$ cat src/ub_pkg.sv
// Shared sizes, layer table, bus structs and enums of the patch extraction buffer
// Every other file refers to these by ub_pkg:: scoped names
package ub_pkg;

    localparam int img_dim    = 16;
    localparam int patch_dim  = 7;
    localparam int num_banks  = 4;
    localparam int ram_words  = 64;
    localparam int pix_w      = 32;
    localparam int num_layers = 4;

    localparam int coord_w = $clog2(img_dim);
    localparam int row_w   = $clog2(patch_dim);
    localparam int word_aw = $clog2(ram_words);
    localparam int pix_aw  = $clog2(img_dim * img_dim);
    localparam int layer_w = $clog2(num_layers);

    typedef struct packed {
        logic [2:0] ksize;
        logic [1:0] pad;
    } layer_cfg_t;

    // Kernel and padding per layer
    localparam layer_cfg_t layer_table [num_layers] = '{
        '{ksize: 3'd7, pad: 2'd3},
        '{ksize: 3'd5, pad: 2'd2},
        '{ksize: 3'd3, pad: 2'd1},
        '{ksize: 3'd3, pad: 2'd1}
    };

    typedef struct packed {
        logic               re;
        logic [word_aw-1:0] addr;
    } ram_req_t;

    typedef struct packed {
        logic                              valid;
        logic [num_banks-1:0][pix_w-1:0]   data;
    } ram_rsp_t;

    // Element [0][0] is the top-left pixel
    typedef logic [patch_dim-1:0][patch_dim-1:0][pix_w-1:0] patch_t;

    typedef struct packed {
        logic [coord_w-1:0] row;
        logic [coord_w-1:0] col;
    } pos_t;

    typedef enum logic [1:0] {
        st_idle,
        st_fetch,
        st_hold,
        st_done
    } ctrl_state_e;

    typedef enum logic [7:0] {
        reg_ctrl     = 8'h00,
        reg_layer    = 8'h04,
        reg_status   = 8'h08,
        reg_pos      = 8'h0C,
        reg_ram_addr = 8'h10,
        reg_ram_data = 8'h14
    } ub_reg_e;

    // First patch column plus 4 to stay non-negative
    function automatic logic [4:0] col_base(pos_t p, layer_cfg_t c);
        return {1'b0, p.col} + 5'd4 - {3'b000, c.pad};
    endfunction

    // Image row of patch row r (negative above the top edge)
    function automatic logic signed [5:0] img_row(pos_t p, layer_cfg_t c, logic [row_w-1:0] r);
        return $signed({2'b00, p.row}) - $signed({4'b0000, c.pad}) + $signed({3'b000, r});
    endfunction

    function automatic logic row_in_image(logic signed [5:0] r);
        return (r >= 6'sd0) && (r < 6'sd16);
    endfunction

endpackage

$ cat src/ub_addr_gen.sv
// Turns the current position into two word reads per patch row
// Tags travel one cycle behind the requests so they line up with RAM responses
`timescale 1ns/1ps

module ub_addr_gen (
    input  logic                        clk,
    input  logic                        rst,
    input  logic                        fetch_start,
    input  ub_pkg::pos_t                pos,
    input  ub_pkg::layer_cfg_t          cfg,
    output ub_pkg::ram_req_t            req,
    output logic [ub_pkg::row_w-1:0]    row_tag,
    output logic                        half_tag,
    output logic                        fetch_done
);

    logic                       active_q;
    logic [ub_pkg::row_w-1:0]   row_q;
    logic                       half_q;

    logic                       issue;
    logic [ub_pkg::row_w-1:0]   cur_row;
    logic                       cur_half;
    logic                       last;
    logic [4:0]                 base;
    logic [2:0]                 word_p;
    logic                       word_ok;
    logic signed [5:0]          row_img;

    always_comb begin
        // First slot is issued in the start cycle itself
        issue    = fetch_start || active_q;
        cur_row  = fetch_start ? '0 : row_q;
        cur_half = fetch_start ? 1'b0 : half_q;
        last     = cur_half && (cur_row == cfg.ksize - 3'd1);

        // word_p is the row word index plus one
        base    = ub_pkg::col_base(pos, cfg);
        word_p  = base[4:2] + {2'b00, cur_half};
        word_ok = (word_p != 3'd0) && (word_p <= 3'd4);
        row_img = ub_pkg::img_row(pos, cfg, cur_row);

        // Rows and words off the image are never read
        req.re   = issue && word_ok && ub_pkg::row_in_image(row_img);
        req.addr = {row_img[3:0], 2'(word_p - 3'd1)};
    end

    always_ff @(posedge clk) begin
        if (rst) begin
            active_q   <= 1'b0;
            row_q      <= '0;
            half_q     <= 1'b0;
            fetch_done <= 1'b0;
        end else begin
            active_q   <= issue && !last;
            fetch_done <= issue && last;
            if (issue) begin
                row_q  <= cur_row + {2'b00, cur_half};
                half_q <= !cur_half;
            end
        end
    end

    always_ff @(posedge clk) begin
        if (issue) begin
            row_tag  <= cur_row;
            half_tag <= cur_half;
        end
    end

endmodule

$ cat config.mk
export PLATFORM = sky130hd
export DESIGN_NAME = ub_addr_gen
export DESIGN_NICKNAME = d
export VERILOG_FILES = /design/src/ub_pkg.sv /design/src/ub_addr_gen.sv
export SDC_FILE = /design/constraint.sdc
export NUM_CORES = 1
export LEC_CHECK = 0
export ABC_AREA = 1
export BUFFER_PORTS_ARGS = -buffer_cell sky130_fd_sc_hd__clkbuf_2
export CORE_MARGIN = 4
export CORE_UTILIZATION = 44
export CTS_CLUSTER_DIAMETER = 100
export DETAILED_ROUTE_END_ITERATION = 16
export PLACE_DENSITY = 0.8
export SYNTH_ARGS = -nofsm -noshare
export SYNTH_HDL_FRONTEND = slang
export SYNTH_SLANG_ARGS = --single-unit
$ cat constraint.sdc
create_clock -name clk -period 1.9 [get_ports clk]
set_input_delay 0 -clock clk [delete_from_list [all_inputs] [get_ports clk]]
set_output_delay 0 -clock clk [all_outputs]
set_load 0.005 [all_outputs]
======== Word-level counts from Yosys, hierarchy flattened ========
Index checks and enable logic that the tools add are counted.
word-level totals
  register bits ........................... 10
  input bits .............................. 16
  output and inout bits ................... 12
  word-level logic and storage cells ...... 31
operators by class
  add/sub/neg operators ................... 8
  magnitude comparators ................... 3
  equal/unequal tests ..................... 1
  mux-type cells .......................... 2
  reductions and logical operators ........ 11
operators by type and width
  operator             number
  $logic_and 1x1->1    7
  $add 3x1->3          2
  $add 5x4->6          1
  $ge 6x1->1 const B   1
  $lt 6x6->1 const B   1
  $add 4x3->5 const B  1
  $sub 4x2->5          1
  $sub 5x2->5          1
  $eq 3x3->1           1
  $le 3x3->1 const B   1
  $mux 3               1
  $reduce_bool 3->1    1
  $sub 3x1->3 const B  1
  $logic_not 1->1      2
  $sub 2x1->2 const B  1
  $logic_or 1x1->1     1
  $mux 1               1

======== Longest topological paths before layout ========
  depth after elaboration ................. 7
  mapped depth ............................ 14
  gate-level depth less buffers ........... 14

======== Least setup slack after synthesis ========
OpenSTA, ideal clock, no wires.
  path type ............................... input to output
  from .................................... in cfg[1] (netlist bit)
  to ...................................... out req[6] (netlist bit)
  arrival time ............................ 1.979 ns
  required time ........................... 1.900 ns
  path slack .............................. -0.079 ns
  cell stages on the path ................. 14
  buffers on the path ..................... 0
  path through ............................ inv_1 > ha_1 > nand2_1 > fa_1 > inv_1 > ha_1 > ha_1 > inv_1 > ha_1 > xnor2_1 > nand3b_1 > nand2_1 > inv_1 > nor2_1
RTL lines
  element      line               source
  from (decl)  ub_addr_gen.sv:10  input ub_pkg::layer_cfg_t cfg,
  to (decl)    ub_addr_gen.sv:11  output ub_pkg::ram_req_t req,

==> PnR_summary.wiki <==
{| class="wikitable"
! Metric !! Value
|-
| Run status || finished, violations left
|-
| Violations in the final reports || negative setup slack
|-
| Warnings, synthesis || 0
|-
| Clock share of power || 27.8%
|-
| Number of detailed-routing iterations run before antenna repair || 4
|-
| Setup repair after global routing missed its margin || true
|-
| Vertical die dimension || 53.5 um
|-
| Crit Path Max Fanout || 2
|-
| H-tree depth reported by CTS || 1
|-
| Worst setup path category || input port to output port
|-
| Number of flip-flops and latches in the synthesized netlist || 10
|-
| Routed WL per cell || 10.2 um
|-
| Most common cell after layout, fill and taps aside || sky130_fd_sc_hd__nand2_1
|-
| Synthesized netlist net count || 154
|-
| Via count of the first global-routing pass || 867
|-
| Filler instances || 178
|-
| Placeable core area || 1960 um^2
|-
| Share of layout cells above drive strength 1 || 36.6%
|-
| Hold Violations, Final || 0
|-
| Max transition margin || 82.8%
|-
| Leakage power of the design || 0.680 nW
|-
| Setup ws final || -0.209 ns
|-
| Total design power || 0.719 mW
|-
| Clock Latency Late Sink || 0.28 ns
|-
| Utilization of the core after routing || 64.6%
|-
| Clock transition time at the flip-flop clock pins of the worst setup and hold paths || 0.07 ns
|-
| Maximum buffer depth of the clock tree || 2
|-
| Buffer type at the clock tree root || sky130_fd_sc_hd__clkbuf_4
|-
| Distinct cells, synth || 20
|-
| Max Clock Skew || 0.000572 ns
|-
| Combinational share of power || 38.9%
|-
| Reg power frac || 33.3%
|-
| Slew at the pin closest to its max-slew limit || 0.256 ns
|-
| Final GP Congestion || 0.876
|-
| Post-layout instance count excluding filler cells || 188
|-
| Cell area after synthesis || 911 um^2
|-
| Internal || 0.492 mW
|-
| Number of remaining DRC errors || 0
|-
| Placed Cells || 182
|-
| Crit path launch type || input port
|-
| Cts bufs inserted || 3
|-
| Area taken by multi-input logic gates || 617 um^2
|-
| CTS tree || yes
|-
| ANT nets after route || 0
|-
| Proportion of total power due to net switching || 31.6%
|-
| MaxCap Viol Count || 0
|-
| Vias per cell || 4.71
|-
| Fraction of the yosys area taken by sequential cells || 26.4%
|-
| Worst-case register-to-register setup slack || 0.54 ns
|-
| Die ar. || 2860 um^2
|-
| Class of the tightest hold or removal check || input port to register
|-
| Period utilization || 111%
|-
| Number of antenna violations at the first check in global routing || 0
|-
| DRC violation total after the first TritonRoute iteration || 10
|-
| Highest attainable clock frequency || 474 MHz
|-
| P&R area growth vs syn || 39.1%
|-
| Number of setup violations in the final report || 1
|-
| Wire length of the first global-routing pass || 3.19 mm
|-
| DIE WIDTH || 53.5 um
|-
| Cells after Synth || 121
|-
| Total global-route track usage || 15.0%
|-
| Total number of placement rows || 16
|-
| Required time of the critical path || 1.90 ns
|-
| Number of sinks handled by clock tree synthesis || 10
|-
| Final worst path period need || 2.11 ns
|-
| Starting utilization of the core area || 46.4%
|-
| Power density over cell area || 567 nW/um^2
|-
| Global-route congestion overflow total || 0
|-
| Total length of routed wires || 1.91 mm
|-
| Top library cells by usage in the layout, fill and taps aside || sky130_fd_sc_hd__nand2_1, sky130_fd_sc_hd__inv_1, sky130_fd_sc_hd__clkbuf_2, sky130_fd_sc_hd__nand3_1, sky130_fd_sc_hd__ha_1
|-
| Vias after detailed routing || 885
|-
| Antenna diode instance count || 0
|-
| Post-Route Hold Slack || 0.0788 ns
|-
| Reported net switching power || 0.227 mW
|-
| Sum of negative setup slack || -0.209 ns
|-
| Endpoint class of the critical path || output port
|-
| Post-route cell area || 1270 um^2
|-
| Buffers added on ports || 27
|-
| Cell area after placement || 1150 um^2
|-
| IO Count || 28
|-
| Worst-case setup slack after placement || -0.311 ns
|-
| Maximum number of pins on one net before global-route repair || 11
|-
| Syn_area_per_cell || 7.53 um^2
|-
| Count of nets after finishing || 195
|-
| Worst EP arrival || 2.11 ns
|-
| Combined flip-flop and latch cell area || 240 um^2
|-
| Peak ir drop on the vdd network || 0.384 mV
|-
| Count of final max-slew check failures || 0
|-
| Detailed placer's ending HPWL || 1.64 mm
|}
## power by group through the flow
| stage | Combinational [mW] | Sequential [mW] | Clock [mW] |
|---|---|---|---|
| floorplan | 0.143 | 0.244 | 0 |
| global placement | 0.235 | 0.243 | 0 |
| detailed placement | 0.245 | 0.244 | 0 |
| CTS | 0.276 | 0.239 | 0.200 |
| global route | 0.323 | 0.240 | 0.212 |
| finish | 0.280 | 0.239 | 0.200 |
## final timing paths
check                        start                     to  cells after the start
max reg2reg    half_q$_SDFFE_PP0P_  row_q[2]$_SDFFE_PP0P_                      7
max                         cfg[1]                 req[6]                     16
min                         cfg[2]  fetch_done$_SDFF_PP0_                      5
min reg2reg  row_q[0]$_SDFFE_PP0P_  row_q[0]$_SDFFE_PP0P_                      2
## registers in the layout (all words and copies together), names as in the netlist
register and cells:
active_q 1, row_tag 3, half_q 1, fetch_done 1, row_q 3, half_tag 1
## routing by layer
layer  share of wire, %  up-vias  track usage [%]
met5                  0        -                0
met3                5.2        3             2.54
li1                   -      451                -
met4                1.5        0             5.11
met1                 38      406             15.0
met2                 55       25             30.4
## timing repair
action / in CTS / in global routing
gates resized for setup: 5 / 7
buffers inserted: 1 / 0
pin swaps: 6 / 6
hold endpoints to repair: 4 / 0
setup endpoints to repair: 2 / 1
hold buffers: 1 / 0
## final cells by class
cell class | instances | share of cell area (%)
clock buffer | 4 | 2.86
inverter | 31 | 9.38
timing repair buffer | 36 | 17.5
multi-input combinational | 80 | 48.7
tap | 27 | 2.67
sequential | 10 | 19.0
## Yosys cell counts (all sizes together)
cell,n,area [um^2]
or2,2,12.5
nor3b,1,12.5
inv,31,116
a211oi,1,7.51
nand3b,1,7.51
ha,14,175
fa,3,60.1
dfxtp,6,120
edfxtp,4,120
nand2,28,105
xor2,2,17.5
nand3,10,50.1
o21ai,1,5.00
xnor2,4,35.0
nor2,8,37.5
a21oi,5,28.8
## cells by family (layout without fill, tap and decap cells)
| group | Yosys count | in the layout | synth area share, % |
|---|---|---|---|
| AOI/OAI and AO/OA | 7 | 7 | 4.53 |
| adders and majority gates | 17 | 17 | 25.8 |
| buffers and inverters | 31 | 71 | 12.8 |
| DFF | 10 | 10 | 26.4 |
| and+or+nand+nor | 50 | 50 | 24.7 |
| xor gates and xnor gates | 6 | 6 | 5.77 |
## worst max-delay path: stages
cell and delay [ns]:
sky130_fd_sc_hd__buf_8 0.07, sky130_fd_sc_hd__inv_4 0.03, sky130_fd_sc_hd__ha_4 0.25, sky130_fd_sc_hd__nand2_2 0.05, sky130_fd_sc_hd__fa_1 0.51, sky130_fd_sc_hd__inv_2 0.04
sky130_fd_sc_hd__ha_4 0.15, sky130_fd_sc_hd__ha_4 0.25, sky130_fd_sc_hd__inv_2 0.04, sky130_fd_sc_hd__ha_4 0.15, sky130_fd_sc_hd__xnor2_2 0.13, sky130_fd_sc_hd__nand3b_1 0.15
sky130_fd_sc_hd__nand2_1 0.06, sky130_fd_sc_hd__inv_1 0.03, sky130_fd_sc_hd__nor2_1 0.08, sky130_fd_sc_hd__buf_2 0.11
Power figures use the tool's default switching activity.
