[src/ub_pkg.sv]
// Shared sizes, layer table, bus structs and enums of the patch extraction buffer
// Every other file refers to these by ub_pkg:: scoped names
package ub_pkg;

    localparam int img_dim    = 16;
    localparam int patch_dim  = 7;
    localparam int num_banks  = 4;
    localparam int ram_words  = 64;
    localparam int pix_w      = 32;
    localparam int num_layers = 4;

    localparam int coord_w = $clog2(img_dim);
    localparam int row_w   = $clog2(patch_dim);
    localparam int word_aw = $clog2(ram_words);
    localparam int pix_aw  = $clog2(img_dim * img_dim);
    localparam int layer_w = $clog2(num_layers);

    typedef struct packed {
        logic [2:0] ksize;
        logic [1:0] pad;
    } layer_cfg_t;

    // Kernel and padding per layer
    localparam layer_cfg_t layer_table [num_layers] = '{
        '{ksize: 3'd7, pad: 2'd3},
        '{ksize: 3'd5, pad: 2'd2},
        '{ksize: 3'd3, pad: 2'd1},
        '{ksize: 3'd3, pad: 2'd1}
    };

    typedef struct packed {
        logic               re;
        logic [word_aw-1:0] addr;
    } ram_req_t;

    typedef struct packed {
        logic                              valid;
        logic [num_banks-1:0][pix_w-1:0]   data;
    } ram_rsp_t;

    // Element [0][0] is the top-left pixel
    typedef logic [patch_dim-1:0][patch_dim-1:0][pix_w-1:0] patch_t;

    typedef struct packed {
        logic [coord_w-1:0] row;
        logic [coord_w-1:0] col;
    } pos_t;

    typedef enum logic [1:0] {
        st_idle,
        st_fetch,
        st_hold,
        st_done
    } ctrl_state_e;

    typedef enum logic [7:0] {
        reg_ctrl     = 8'h00,
        reg_layer    = 8'h04,
        reg_status   = 8'h08,
        reg_pos      = 8'h0C,
        reg_ram_addr = 8'h10,
        reg_ram_data = 8'h14
    } ub_reg_e;

    // First patch column plus 4 to stay non-negative
    function automatic logic [4:0] col_base(pos_t p, layer_cfg_t c);
        return {1'b0, p.col} + 5'd4 - {3'b000, c.pad};
    endfunction

    // Image row of patch row r (negative above the top edge)
    function automatic logic signed [5:0] img_row(pos_t p, layer_cfg_t c, logic [row_w-1:0] r);
        return $signed({2'b00, p.row}) - $signed({4'b0000, c.pad}) + $signed({3'b000, r});
    endfunction

    function automatic logic row_in_image(logic signed [5:0] r);
        return (r >= 6'sd0) && (r < 6'sd16);
    endfunction

endpackage

[src/ub_ctrl.sv]
// APB register file and extraction sequencer of the patch buffer
// Owns the output position and hands fetch requests to the address generator
`timescale 1ns/1ps

module ub_ctrl (
    input  logic                          clk,
    input  logic                          rst,
    input  logic                          psel,
    input  logic                          penable,
    input  logic                          pwrite,
    input  logic [7:0]                    paddr,
    input  logic [31:0]                   pwdata,
    output logic [31:0]                   prdata,
    output logic                          pready,
    output logic                          pslverr,
    input  logic                          next_block,
    input  logic                          patch_ready,
    output ub_pkg::layer_cfg_t            cfg,
    output ub_pkg::pos_t                  pos,
    output logic                          fetch_start,
    output logic                          clear,
    output logic                          wr_en,
    output logic [ub_pkg::pix_aw-1:0]     wr_addr,
    output logic [ub_pkg::pix_w-1:0]      wr_data,
    output logic                          patches_valid,
    output logic                          all_done
);

    ub_pkg::ctrl_state_e            state_q;
    logic [ub_pkg::layer_w-1:0]     layer_q;
    logic [ub_pkg::pix_aw-1:0]      ram_addr_q;
    ub_pkg::pos_t                   pos_q;
    logic                           all_done_q;
    logic                           fetch_q;

    logic apb_wr;
    logic start;
    logic busy;
    logic last_pos;

    assign pready  = 1'b1;
    assign pslverr = 1'b0;

    // Access phase of a write
    assign apb_wr = psel && penable && pwrite;
    assign start  = apb_wr && (paddr == ub_pkg::reg_ctrl) && pwdata[0];

    assign busy          = (state_q == ub_pkg::st_fetch) || (state_q == ub_pkg::st_hold);
    assign patches_valid = (state_q == ub_pkg::st_hold);
    assign all_done      = all_done_q;

    assign last_pos = (pos_q.row == ub_pkg::coord_w'(ub_pkg::img_dim - 1)) &&
                      (pos_q.col == ub_pkg::coord_w'(ub_pkg::img_dim - 1));

    assign cfg         = ub_pkg::layer_table[layer_q];
    assign pos         = pos_q;
    assign fetch_start = fetch_q;
    assign clear       = fetch_q;

    // Pixel writes go straight to the RAM at the access edge
    assign wr_en   = apb_wr && (paddr == ub_pkg::reg_ram_data);
    assign wr_addr = ram_addr_q;
    assign wr_data = pwdata;

    always_comb begin
        prdata = '0;
        case (paddr)
            ub_pkg::reg_layer:    prdata[ub_pkg::layer_w-1:0] = layer_q;
            ub_pkg::reg_status:   prdata[2:0] = {patches_valid, all_done_q, busy};
            ub_pkg::reg_pos:      prdata[2*ub_pkg::coord_w-1:0] = pos_q;
            ub_pkg::reg_ram_addr: prdata[ub_pkg::pix_aw-1:0] = ram_addr_q;
            default:              prdata = '0;
        endcase
    end

    always_ff @(posedge clk) begin
        if (rst) begin
            layer_q    <= '0;
            ram_addr_q <= '0;
        end else begin
            if (apb_wr && (paddr == ub_pkg::reg_layer)) begin
                layer_q <= pwdata[ub_pkg::layer_w-1:0];
            end
            if (apb_wr && (paddr == ub_pkg::reg_ram_addr)) begin
                ram_addr_q <= pwdata[ub_pkg::pix_aw-1:0];
            end else if (wr_en) begin
                ram_addr_q <= ram_addr_q + 1'b1;
            end
        end
    end

    always_ff @(posedge clk) begin
        if (rst) begin
            state_q    <= ub_pkg::st_idle;
            pos_q      <= '0;
            all_done_q <= 1'b0;
            fetch_q    <= 1'b0;
        end else begin
            fetch_q <= 1'b0;
            case (state_q)
                ub_pkg::st_idle, ub_pkg::st_done: begin
                    if (start) begin
                        pos_q      <= '0;
                        all_done_q <= 1'b0;
                        fetch_q    <= 1'b1;
                        state_q    <= ub_pkg::st_fetch;
                    end
                end
                ub_pkg::st_fetch: begin
                    if (patch_ready) begin
                        state_q <= ub_pkg::st_hold;
                    end
                end
                ub_pkg::st_hold: begin
                    // Patch stays put until the consumer takes it
                    if (next_block) begin
                        if (last_pos) begin
                            all_done_q <= 1'b1;
                            state_q    <= ub_pkg::st_done;
                        end else begin
                            pos_q.col <= pos_q.col + 1'b1;
                            if (pos_q.col == ub_pkg::coord_w'(ub_pkg::img_dim - 1)) begin
                                pos_q.row <= pos_q.row + 1'b1;
                            end
                            fetch_q <= 1'b1;
                            state_q <= ub_pkg::st_fetch;
                        end
                    end
                end
                default: state_q <= ub_pkg::st_idle;
            endcase
        end
    end

endmodule

[config.mk]
export PLATFORM = sky130hd
export DESIGN_NAME = ub_ctrl
export DESIGN_NICKNAME = d
export VERILOG_FILES = /design/src/ub_pkg.sv /design/src/ub_ctrl.sv
export SDC_FILE = /design/constraint.sdc
export NUM_CORES = 1
export LEC_CHECK = 0
export ABC_AREA = 1
export BUFFER_PORTS_ARGS = -buffer_cell sky130_fd_sc_hd__buf_2
export CORE_MARGIN = 2
export CORE_UTILIZATION = 45
export CTS_CLUSTER_SIZE = 40
export DETAILED_ROUTE_END_ITERATION = 16
export GPL_TIMING_DRIVEN = 0
export PLACE_DENSITY_LB_ADDON = 0.25
export SETUP_SLACK_MARGIN = 0.2
export SLEW_MARGIN = 20
export SYNTH_ARGS = -nofsm -noshare
export SYNTH_HDL_FRONTEND = slang
export SYNTH_SLANG_ARGS = --single-unit
[constraint.sdc]
create_clock -name clk -period 4.3 [get_ports clk]
set_input_delay 0.645 -clock clk [delete_from_list [all_inputs] [get_ports clk]]
set_output_delay 0.645 -clock clk [all_outputs]
set_load 0.01 [all_outputs]
# == After elaboration in Yosys (flattened, before gate mapping) ==
# Cells that the tools add are included.
# word_totals
regBits,22
input_bits,47
wordCells,72
# classes
add_sub_neg,3
order_cmp,1
eq_ne,16
muxes,26
n_bitwise,1
n_reduce_logical,18
# op_table
operator,n
8-bit 2-to-1 mux,5
"8-bit by 4-bit equality test with 1-bit output, second input constant",2
"8-bit by 5-bit equality test with 1-bit output, second input constant",2
8-bit case mux with 2 select lines,1
5-bit binary-select mux with 2-bit select,1
5-bit 2-to-1 mux,2
5-bit case mux with 2 select lines,1
"4-bit by 1-bit adder with 4-bit output, second input constant",2
"8-bit by 1-bit adder with 8-bit output, second input constant",1
"4-bit equality test, second input constant",2
"8-bit by 3-bit equality test with 1-bit output, second input constant",1
1-bit logical AND,8
8-bit logical NOT,1
2-bit 2-to-1 mux,4
"2-bit != test, second input constant",4
2-bit case mux with 4 select lines,1
4-bit AND reduction,2
1-bit 2-to-1 mux,6
2-bit case mux with 3 select lines,1
5-bit AND reduction,1
"2-bit equality test, second input constant",2
4-bit 2-to-1 mux,1
"2-bit by 1-bit != test with 1-bit output, second input constant",2
1-bit case mux with 2 select lines,2
9 further kinds,10

# == Depth between registers and ports, before layout ==
# logic_depth
ltp_word,6
depth_mapped,10
ltp_nobuf,10

# == Worst setup path after synthesis ==
# Ideal clock, no wire load.
# synth_timing
kind,input to output
from,in paddr[7]
to,out prdata[2]
arrival_ns,1.486
setup_slack_ns,2.169
cell_stages,5
path_buffers,0
cell_sequence,nor2_2 nand2_1 inv_1 nand4_1 o21ai_0
# synth_between
elab_chain_len,2
word_cells_on_any_way,4
# synth_rtl
item,line_no,text
from (decl),ub_ctrl.sv:11,"input logic [7:0] paddr,"
8-bit by 5-bit equality test with 1-bit output or 8-bit by 4-bit equality test with 1-bit output (tied branches),ub_ctrl.sv:67,case (paddr)
1-bit case mux with 3 select lines *,ub_ctrl.sv:67,
to (decl),ub_ctrl.sv:13,"output logic [31:0] prdata,"
# Mark *: on every way between the ends. The rest lies on a longest branch, timed or not.

# == Worst setup path after layout ==
# Same ends and word-level chain as after synthesis.

==> out/metrics.yaml <==
cts_htree_levels: 1
grt_pass1_wl_um: 7940
maxCapViolations: 0
seqPwrFrac_pct: 30.6
via_per_inst: 4.51
cts_root_buf: "clkbuf_8"
dp_hpwl_um: 4110
period_needed_ns: 2.48
cts.clk_slew.worst_paths_ns: 0.08
cts_setup_buffers: 0
initial_core_util_pct: 46.7
antenna_cells: 0
peakVddDrop_v: 0.000252
status: "finished, final reports clean"
rsz0062_at_grt: "false"
total_power_mw: 0.798
antenna_found_initial: 0
tns_ns: 0
syn_area_per_cell_um2: 6.58
wire_per_inst_um: 10.3
num_io_pins: 139
numPlacedInstances: 473
grt_pass1_vias: 1858
hold_buffers: 0
p_clk_share_pct: 15.9
crit_fanout: 8
syn_area_um2: 2030
grt_overflow: 0
drc: 0
cellInternalPower_mw: 0.452
setup_viol: 0
async_flop_share_pct: 0
cts_tree: "done"
startpoint_type: "input port"
design_area_um2: 2670
timing.final.crit_share_pct: 57.6
drtPass1Iterations: 4
die_y_um: 71.2
max_freq_ghz: 0.403
pre_cts_ws_ns: 1.81
critPathRequiredTime_ns: 3.65
die_area_um2: 5080
core_area_um2: 4350
gp_congestion: 0.894
rows: 24
drive_gt1_share_pct: 40.1
cts_sinks: 22
areaGrowthSynthToFinish_pct: 31.2
ctsResizeCount: 0
critical_path_arrival_ns: 1.83
synth_cell_types: 34
worst_slack_ns: 1.82
post-route-util_pct: 61.3
layoutNonFillerInstCount: 476
clock_latency_ns: 0.26
ant_nets: 0
die_w_um: 71.2
portBuffers: 87
yosysSeqAreaShare_pct: 21.6
wirelength_um: 4880
drv_slew: 0
critPathKind: "input port to primary output"
finalHoldViolCount: 0
nets: 479
whs_ns: 0.504
synth-seq-cells: 22
clk_path_buf_depth: 2
numCtsBuffers: 3
end_kind: "primary output"
vias: 2149
skew_ns: 0.00376
p_per_area_nw_per_um2: 299
leakage_nw: 1.44
synth_edf_count: 0
yosysWarningCount: 0
p_comb_share_pct: 53.5
power.net_switching_mw: 0.346
synth_top_flop_cell: "dfxtp_1"
syn_inst: 309
grt_max_degree: 12
drtIter0Drc: 131
grt_usage_pct: 18.7
min_path_type: "register to register"
placed_area_um2: 2630
p_sw_share_pct: 43.4
==> synth_stat cells (all sizes together), types with 3 or more instances <==
cell type	count	area share, %
dfxtp	22	22
a21oi	19	4.7
ha	6	3.7
nand2	56	11
nand3	28	7.1
o22ai	5	1.5
inv	38	7.0
nor2	30	6.6
nor3	3	1.5
a22oi	3	1.1
buf	66	25
o21ai	15	3.9
nand4	6	1.8
==> power by group through the flow <==
| stage | sequential, mW | combinational, mW | clock, mW |
|---|---|---|---|
| global placement | 0.246 | 0.415 | 0 |
| floorplan | 0.248 | 0.318 | 0 |
| detailed placement | 0.248 | 0.422 | 0 |
| CTS | 0.244 | 0.427 | 0.129 |
| global route | 0.247 | 0.477 | 0.138 |
| finish | 0.244 | 0.427 | 0.127 |
==> worst paths after layout <==
kind / startpoint / endpoint / slack, ns / depth (start not counted)
worst max-delay path: paddr[7] / prdata[2] / 1.82 / 7
worst min-delay path: wr_addr[7] / wr_addr[7] / 0.50 / 2
worst max register to register: state_q[0] / pos[0] / 2.46 / 7
worst min register to register: wr_addr[7] / wr_addr[7] / 0.50 / 2
==> cell families (layout without fill, tap and decap cells) <==
group,count (synthesis),in the layout,synth area share (%)
simple gates,126,126,29.2
buf+inv,106,196,32.0
compound gates,46,46,12.7
flops,22,22,21.6
fa+ha+maj,6,6,3.69
other cells,2,27,0.369
xor+xnor,1,1,0.431
==> state kept, by name (all words and copies together) (netlist names) <==
signal,cells
pos,8
all_done,1
layer_q,2
clear,1
wr_addr,8
state_q,2
==> critical path, stage by stage <==
cell and delay [ns]:
buf_2 0.10, nor2_2 0.13, nand2_1 0.14, inv_1 0.08, nand4_1 0.26, o21ai_0 0.30, buf_2 0.17
==> cell type report <==
class	instances	area, um^2
Fill cell	432	1680
Multi-Input combinational cell	206	1040
Buffer	67	504
Sequential cell	22	440
Timing Repair Buffer	87	435
Inverter	39	146
Tap cell	52	65.1
Clock buffer	3	41.3
==> placed cells by master, fill, tap and decap left out, types with 14 or more instances in the layout <==
master	n
nor2_1	25
inv_1	38
a21oi_1	19
dfxtp_1	22
nand3_1	27
nand2_1	52
conb_1	27
buf_4	63
buf_2	88
o21ai_0	14
==> layer usage <==
layer / global-route usage [%] / vias to the layer above / share of wire [%]
met1: 22.9 / 946 / 41
li1: - / 1140 / -
met3: 2.25 / 2 / 6.3
met2: 35.8 / 61 / 52
met4: 2.52 / 0 / 0.29
met5: 0 / - / 0
No activity file was read; power rests on OpenSTA's default activity.
