### config.mk
export PLATFORM = sky130hd
export DESIGN_NAME = ub_patch_assembler
export DESIGN_NICKNAME = d
export VERILOG_FILES = /design/src/ub_pkg.sv /design/src/ub_patch_assembler.sv
export SDC_FILE = /design/constraint.sdc
export NUM_CORES = 2
export LEC_CHECK = 0
export ABC_AREA = 1
export BUFFER_PORTS_ARGS = -buffer_cell sky130_fd_sc_hd__buf_2
export CORE_AREA = 2 2 660 662
export DETAILED_ROUTE_END_ITERATION = 6
export DIE_AREA = 0 0 662 664
export GPL_TIMING_DRIVEN = 0
export PLACE_DENSITY_LB_ADDON = 0.15
export SYNTH_ARGS = -nofsm -noshare
export SYNTH_HDL_FRONTEND = slang
export SYNTH_SLANG_ARGS = --single-unit
### constraint.sdc
create_clock -name clk -period 3.6 [get_ports clk]
set_input_delay 0 -clock clk [delete_from_list [all_inputs] [get_ports clk]]
set_output_delay 0 -clock clk [all_outputs]
set_load 0.01 [all_outputs]
### src/ub_pkg.sv
// Shared sizes, layer table, bus structs and enums of the patch extraction buffer
// Every other file refers to these by ub_pkg:: scoped names
package ub_pkg;

    localparam int img_dim    = 16;
    localparam int patch_dim  = 7;
    localparam int num_banks  = 4;
    localparam int ram_words  = 64;
    localparam int pix_w      = 32;
    localparam int num_layers = 4;

    localparam int coord_w = $clog2(img_dim);
    localparam int row_w   = $clog2(patch_dim);
    localparam int word_aw = $clog2(ram_words);
    localparam int pix_aw  = $clog2(img_dim * img_dim);
    localparam int layer_w = $clog2(num_layers);

    typedef struct packed {
        logic [2:0] ksize;
        logic [1:0] pad;
    } layer_cfg_t;

    // Kernel and padding per layer
    localparam layer_cfg_t layer_table [num_layers] = '{
        '{ksize: 3'd7, pad: 2'd3},
        '{ksize: 3'd5, pad: 2'd2},
        '{ksize: 3'd3, pad: 2'd1},
        '{ksize: 3'd3, pad: 2'd1}
    };

    typedef struct packed {
        logic               re;
        logic [word_aw-1:0] addr;
    } ram_req_t;

    typedef struct packed {
        logic                              valid;
        logic [num_banks-1:0][pix_w-1:0]   data;
    } ram_rsp_t;

    // Element [0][0] is the top-left pixel
    typedef logic [patch_dim-1:0][patch_dim-1:0][pix_w-1:0] patch_t;

    typedef struct packed {
        logic [coord_w-1:0] row;
        logic [coord_w-1:0] col;
    } pos_t;

    typedef enum logic [1:0] {
        st_idle,
        st_fetch,
        st_hold,
        st_done
    } ctrl_state_e;

    typedef enum logic [7:0] {
        reg_ctrl     = 8'h00,
        reg_layer    = 8'h04,
        reg_status   = 8'h08,
        reg_pos      = 8'h0C,
        reg_ram_addr = 8'h10,
        reg_ram_data = 8'h14
    } ub_reg_e;

    // First patch column plus 4 to stay non-negative
    function automatic logic [4:0] col_base(pos_t p, layer_cfg_t c);
        return {1'b0, p.col} + 5'd4 - {3'b000, c.pad};
    endfunction

    // Image row of patch row r (negative above the top edge)
    function automatic logic signed [5:0] img_row(pos_t p, layer_cfg_t c, logic [row_w-1:0] r);
        return $signed({2'b00, p.row}) - $signed({4'b0000, c.pad}) + $signed({3'b000, r});
    endfunction

    function automatic logic row_in_image(logic signed [5:0] r);
        return (r >= 6'sd0) && (r < 6'sd16);
    endfunction

endpackage

### src/ub_patch_assembler.sv
// Places RAM words into the 7 by 7 patch with kernel and border masking
// The patch is cleared at each fetch start so unread rows and columns stay zero
`timescale 1ns/1ps

module ub_patch_assembler (
    input  logic                        clk,
    input  logic                        rst,
    input  logic                        clear,
    input  logic                        fetch_done,
    input  ub_pkg::ram_rsp_t            rsp,
    input  logic [ub_pkg::row_w-1:0]    row_tag,
    input  logic                        half_tag,
    input  ub_pkg::pos_t                pos,
    input  ub_pkg::layer_cfg_t          cfg,
    output ub_pkg::patch_t              patch,
    output logic                        patch_ready
);

    ub_pkg::patch_t patch_q;

    logic [4:0]                                 base;
    logic signed [5:0]                          row_img;
    logic                                       row_keep;
    logic [ub_pkg::patch_dim-1:0][3:0]          span;
    logic [ub_pkg::patch_dim-1:0]               col_keep;
    logic [ub_pkg::patch_dim-1:0][ub_pkg::pix_w-1:0] pick;

    always_comb begin
        base     = ub_pkg::col_base(pos, cfg);
        row_img  = ub_pkg::img_row(pos, cfg, row_tag);
        row_keep = (row_tag < cfg.ksize) && ub_pkg::row_in_image(row_img);

        for (int j = 0; j < ub_pkg::patch_dim; j++) begin
            // Position of patch column j inside the 8-pixel span
            span[j] = {2'b00, base[1:0]} + 4'(j);
            pick[j] = rsp.data[span[j][1:0]];

            // base + j covers image columns 0 to 15 as 4 to 19
            col_keep[j] = (span[j][3:2] == {1'b0, half_tag}) &&
                          (3'(j) < cfg.ksize) &&
                          ((base + 5'(j)) >= 5'd4) &&
                          ((base + 5'(j)) < 5'(ub_pkg::img_dim + 4));
        end
    end

    always_ff @(posedge clk) begin
        if (clear) begin
            patch_q <= '0;
        end else if (rsp.valid && row_keep) begin
            for (int j = 0; j < ub_pkg::patch_dim; j++) begin
                if (col_keep[j]) begin
                    patch_q[row_tag][j] <= pick[j];
                end
            end
        end
    end

    // Last response lands with fetch_done
    always_ff @(posedge clk) begin
        if (rst) begin
            patch_ready <= 1'b0;
        end else begin
            patch_ready <= fetch_done;
        end
    end

    assign patch = patch_q;

endmodule

# After elaboration in Yosys (flattened, before gate mapping)
# Index checks and enable logic that the tools add are counted.
# classes
add_sub_neg	16
bitwise_logic	1
muxes	54
mul	0
n_div	0
eq_ne	6
n_lt_le_gt_ge	33
shift	0
n_reduce_logical	25
# ops
cell	count
$mux 1568	19
$bwmux 1568	7
$demux 224 s3	7
$bmux 32 s2	7
$mux 32	8
$mux 224	1
$mux 192	1
$mux 160	1
$mux 128	1
$mux 96	1
$mux 64	1
$ge 5x3->1 const B	7
$lt 5x5->1 const B	7
$logic_and 1x1->1	25
$lt 2x3->1 const B	7
$add 5x3->5 const B	3
$add 2x3->4 const B	3
$add 5x2->5 const B	2
$lt 3x3->1 const A	3
$add 2x2->3 const B	2
$add 5x4->6	1
$eq 2x1->1	3
$ge 6x1->1 const B	1
$lt 1x3->1 const A	2
12 further kinds	15
# totals
memories	0
latch_bits	0
inputBits	150
out_inout_bits	1569
reg_bits	1569
word_cells	185
rom_bits	0
ram_bits	0

# Longest topological paths before layout
# logic_depth
depth_word	30
depth_mapped	24
ltp_nobuf	22

# Least setup slack after synthesis
# OpenSTA, ideal clock, no wires.
# synth_path
path_kind	input -> register
startpoint	input cfg[1] (netlist name)
endpoint	register patch_q, in the netlist patch[1562]
required_ps	3487
setup_ps	113
arrival_time_ps	2792
slack_ps	694
path_buffers	3
stages	17
path_cell_list	inv_1 ha_1 ha_1 inv_1 fa_1 inv_1 ha_1 nand3_1 nand3_1 nand2_1 nor2_2 buf_4 buf_2 buf_2 nand4_1 nand2_1 nor2_1
# synth_via
elab_chain_len	29
elab_cells_between_ends	100
cone_classes	add/sub (15); order compare (16); eq/ne (6); mux (40); reduce/logical (23)
# synth_lines
item	line	rtl
start, declared	ub_patch_assembler.sv:14	input ub_pkg::layer_cfg_t cfg,
branches (longest 29 deep; another with $sub 5x2->5)	n/a	
end signal, assigned by index	ub_patch_assembler.sv:52	patch_q[row_tag][j] <= pick[j];
end, declared	ub_patch_assembler.sv:19	ub_pkg::patch_t patch_q;
# Several ways; the timed one is not identified. The select of a mux whose other input is x is not followed.
# A chain may end at the register's enable or synchronous reset.

# Worst setup path in the final report
# layout_path
startpoint	input pos[0] (netlist name)
endpoint	register patch_q, in the netlist patch[625]
# layout_via
elab_chain_len	30
elab_cells_between_ends	94
cone_classes	add/sub (14); order compare (14); eq/ne (6); mux (40); reduce/logical (20)
# layout_lines
item	line	rtl
start, declared	ub_patch_assembler.sv:13	input ub_pkg::pos_t pos,
$add 4x3->5 *	ub_pkg.sv:67	return {1'b0, p.col} + 5'd4 - {3'b000, c.pad};
$sub 5x2->5 *	ub_pkg.sv:67	
branches (longest 27 deep; another with $add 5x1->5)	n/a	
$mux 1568 *	ub_patch_assembler.sv:51	if (col_keep[j]) begin
# Mark *: on every way between the ends. The select of a mux whose other input is x is not followed.

==> flow_metrics.env <==
export IMPL_status="finished, violations left"
export IMPL_violations="negative hold slack, max-capacitance violations, max-slew violations, negative setup slack"
export IMPL_finClkSkew_ps=0
export IMPL_comb_power_share_pct=24.1
export IMPL_timing_rr_start="patch[1375]"
export IMPL_nNetsFinal=13290
export IMPL_track_usage_pct=25.76
export IMPL_wl_met3_mm=36.64
export IMPL_synth_top_cell_area_share_pct=44.26
export IMPL_die_height_um=664
export IMPL_synth_edf_count=0
export IMPL_syn_cell_area_um2=70960
export IMPL_hold_path_depth=9
export IMPL_cp_end_kind="flip-flop"
export IMPL_rows=242
export IMPL_dpl_cell_area_um2=89540
export IMPL_core_um2=432700
export IMPL_wl_met1_mm=254.4
export IMPL_vias=82130
export IMPL_worstHoldEndpoint="patch[1536]"
export IMPL_grt_pass1_wl_mm=754.6
export IMPL_antenna_found_initial=149
export IMPL_final_hold_viol_count=1
export IMPL_irDropWorstVdd_mv=0.3633
export IMPL_dr_pass1_iters=6
export IMPL_maxCapViolCount=2
export IMPL_setup_violations=4
export IMPL_synth_cell_types=28
export IMPL_ff2ff_setup_slack_ps=2470
export IMPL_cts_tree="yes"
export IMPL_grt_max_degree=15
export IMPL_yosysTopAreaCell="dfxtp_1"
export IMPL_htree_num_levels=4
export IMPL_drtAntennaViolNets=0
export IMPL_die_w_um=662
export IMPL_r2r_end="patch[1375]"
export IMPL_remaining_drc_errors=0
export IMPL_fillerInstances=49620
export IMPL_crit_type="in -> reg"
export IMPL_slew_headroom_pct=-7.279
export IMPL_root_buffer="clkbuf_16"
export IMPL_post_synth_cell_area_avg_um2=6.558
export IMPL_dp_hpwl_mm=478.2
export IMPL_syn2layout_area_growth_pct=40.21
export IMPL_cts_buffers=207
export IMPL_drtIter0Drc=7290
export IMPL_p_switching_mw=19.35
export IMPL_netlist_top_cells_count="nand2_1, nor2_1, dfxtp_1"
export IMPL_synth_area_top_cells="dfxtp_1, nand2_1, nor2_1, inv_1, nand4_1"
export IMPL_holdWs_ps=-1.181
export IMPL_wl_per_cell_um=30.97
export IMPL_ios=1719
export IMPL_yosysSeqAreaShare_pct=44.26
export IMPL_worst_pin_slew_ps=1609
export IMPL_p_leak_nw=47.31
export IMPL_p_clk_share_pct=42.3
export IMPL_via_per_inst=4.307
export IMPL_cts_clk_slew_worst_paths_ps=60
export IMPL_clk_path_buf_depth=4
export IMPL_drv_slew=21
export IMPL_r2r_cells=3
export IMPL_sequentialPowerShare_pct=33.6
export IMPL_synth_warning_count=0
export IMPL_sw_frac_of_total_pct=36.91
export IMPL_grt_pass1_vias=75320
export IMPL_hp_class="in -> reg"
export IMPL_routed_wl_mm=590.5
export IMPL_fmax_mhz=274.5
export IMPL_cp_required_ps=4460
export IMPL_grt_overflow_total=0
export IMPL_place_congestion=0.8771
export IMPL_yosys_most_used_dff="dfxtp_1"
export IMPL_port_buffers=1718
export IMPL_final_setup_worst_slack_ps=-42.64
export IMPL_post_route_period_util_pct=101.2
export IMPL_arrival_ps=4500
export IMPL_ys_async_sr_fraction_pct=0
export IMPL_dieArea_um2=439600
export IMPL_power_density_nw_per_um2=526.8
export IMPL_clock_sinks=1569
export IMPL_top_layer_used="met5"
export IMPL_fin_crit_ps=3643
export IMPL_p_int_mw=33.07
export IMPL_rsz0062_at_grt="yes"
export IMPL_initial_utilization_pct=16.40
export IMPL_syn_inst=10820
export IMPL_cp_max_fo=11
export IMPL_dr_wl_met2_mm=274.1
export IMPL_start_kind="input port"
export IMPL_yosysMostFrequentCell="nand2_1"
export IMPL_synth_seq_cells=1569
export IMPL_syn_nets=11000
export IMPL_hold_start="pos[3]"
export IMPL_fin_area_um2=99500
export IMPL_drive_gt1_share_pct=20.87
export IMPL_clk_latency_ps=930
export IMPL_dp_slack_ps=-2533
state kept, by name, indices dropped and copies added, names as in the netlist:
signal,flops
patch,1568
patch_ready,1
metrics by stage:
stage	hold slack [ps]	std cells	setup TNS [ps]	power [mW]	util, %
global placement	178.3	18270	-3266340	28.60	20.05
CTS	1.444	18990	0	52.84	22.92
global route	50.23	19020	-62.12	53.81	22.97
finish	-1.181	19070	-95.04	52.42	22.99
floorplan	71.18	10820	0	21.84	-
detailed placement	172.3	18390	-2396400	29.91	20.69
area by class of cell:
type	count	area [um2]	area share [%]
Tap cell	5734	7174	7.211
Clock inverter	68	928.4	0.9331
Buffer	925	4148	4.169
Timing Repair Buffer	2079	13370	13.44
Sequential cell	1569	31410	31.57
Antenna cell	74	185.2	0.1861
Multi-Input combinational cell	6899	30880	31.04
Clock buffer	293	6037	6.068
Inverter	1427	5364	5.391
worst max-delay path: stages:
cell and delay [ps]:
buf_2 100, inv_1 250, ha_1 340, buf_2 200, inv_2 130, clkbuf_4 340
clkbuf_1 960, nand2_1 120, nand2_1 100, dlygate4sd3_1 540, inv_1 60, nand2_1 70
o21ai_2 90, buf_16 180, clkbuf_2 420, nand4_1 310, nand2_1 90, nor2_1 100
what timing repair did:
item                                    CTS  global route
endpoints found under the hold margin   660             1
buffers inserted                          2             4
resized for setup                        72            37
setup endpoints to repair              1325           390
hold buffers                            236             1
pin swaps                                 2             2
worst max-delay path by stage:
stage          startpoint     endpoint  slack [ps]
2_1_floorplan      cfg[1]  patch[1562]         690
6_report           pos[0]   patch[625]         -40
3_3_place_gp       pos[0]   patch[856]       -3790
3_5_place_dp       pos[0]  patch[1154]       -2530
4_1_cts            pos[0]   patch[910]           5
5_1_grt            cfg[1]  patch[1036]         -40
placed cells by master (no fill, tap or decap), types with 32 or more instances in the layout:
cell type and n:
clkbuf_16 210, clkbuf_2 68, buf_16 38, o21ai_0 164, o21ai_2 81, buf_12 32
a21oi_1 740, inv_1 1415, nand4_1 675, buf_1 189, nand3_1 777, nor2_1 1714
clkbuf_8 47, dfxtp_1 1569, buf_2 2082, dlygate4sd3_1 237, clkbuf_1 310, nand2_1 2640
buf_8 34, diode_2 74
cell families after synthesis:
| logic type | Yosys count | synth area share, % |
|---|---|---|
| xor gates and xnor gates | 4 | 0.04938 |
| AOI/OAI and AO/OA | 1036 | 7.323 |
| DFF | 1569 | 44.26 |
| and+or+nand+nor | 5830 | 34.71 |
| buffers and inverters | 2353 | 13.11 |
| adders and majority gates | 29 | 0.5431 |
routing by layer:
layer	global-route usage, %	vias up
met2	42.75	3012
met5	0	-
met1	33.11	39810
met4	9.160	46
li1	-	38540
met3	4.795	727
power groups by stage:
stage                     Clock [mW]  Combinational, mW  Sequential, mW
after floorplan                    0               3.82            18.0
after global placement             0               10.6            18.0
after detailed placement           0               11.9            18.0
after CTS                       22.7               12.6            17.6
after global routing            23.2               13.0            17.6
final                           22.2               12.6            17.6
Note: power is estimated with default switching activity, not from simulation.
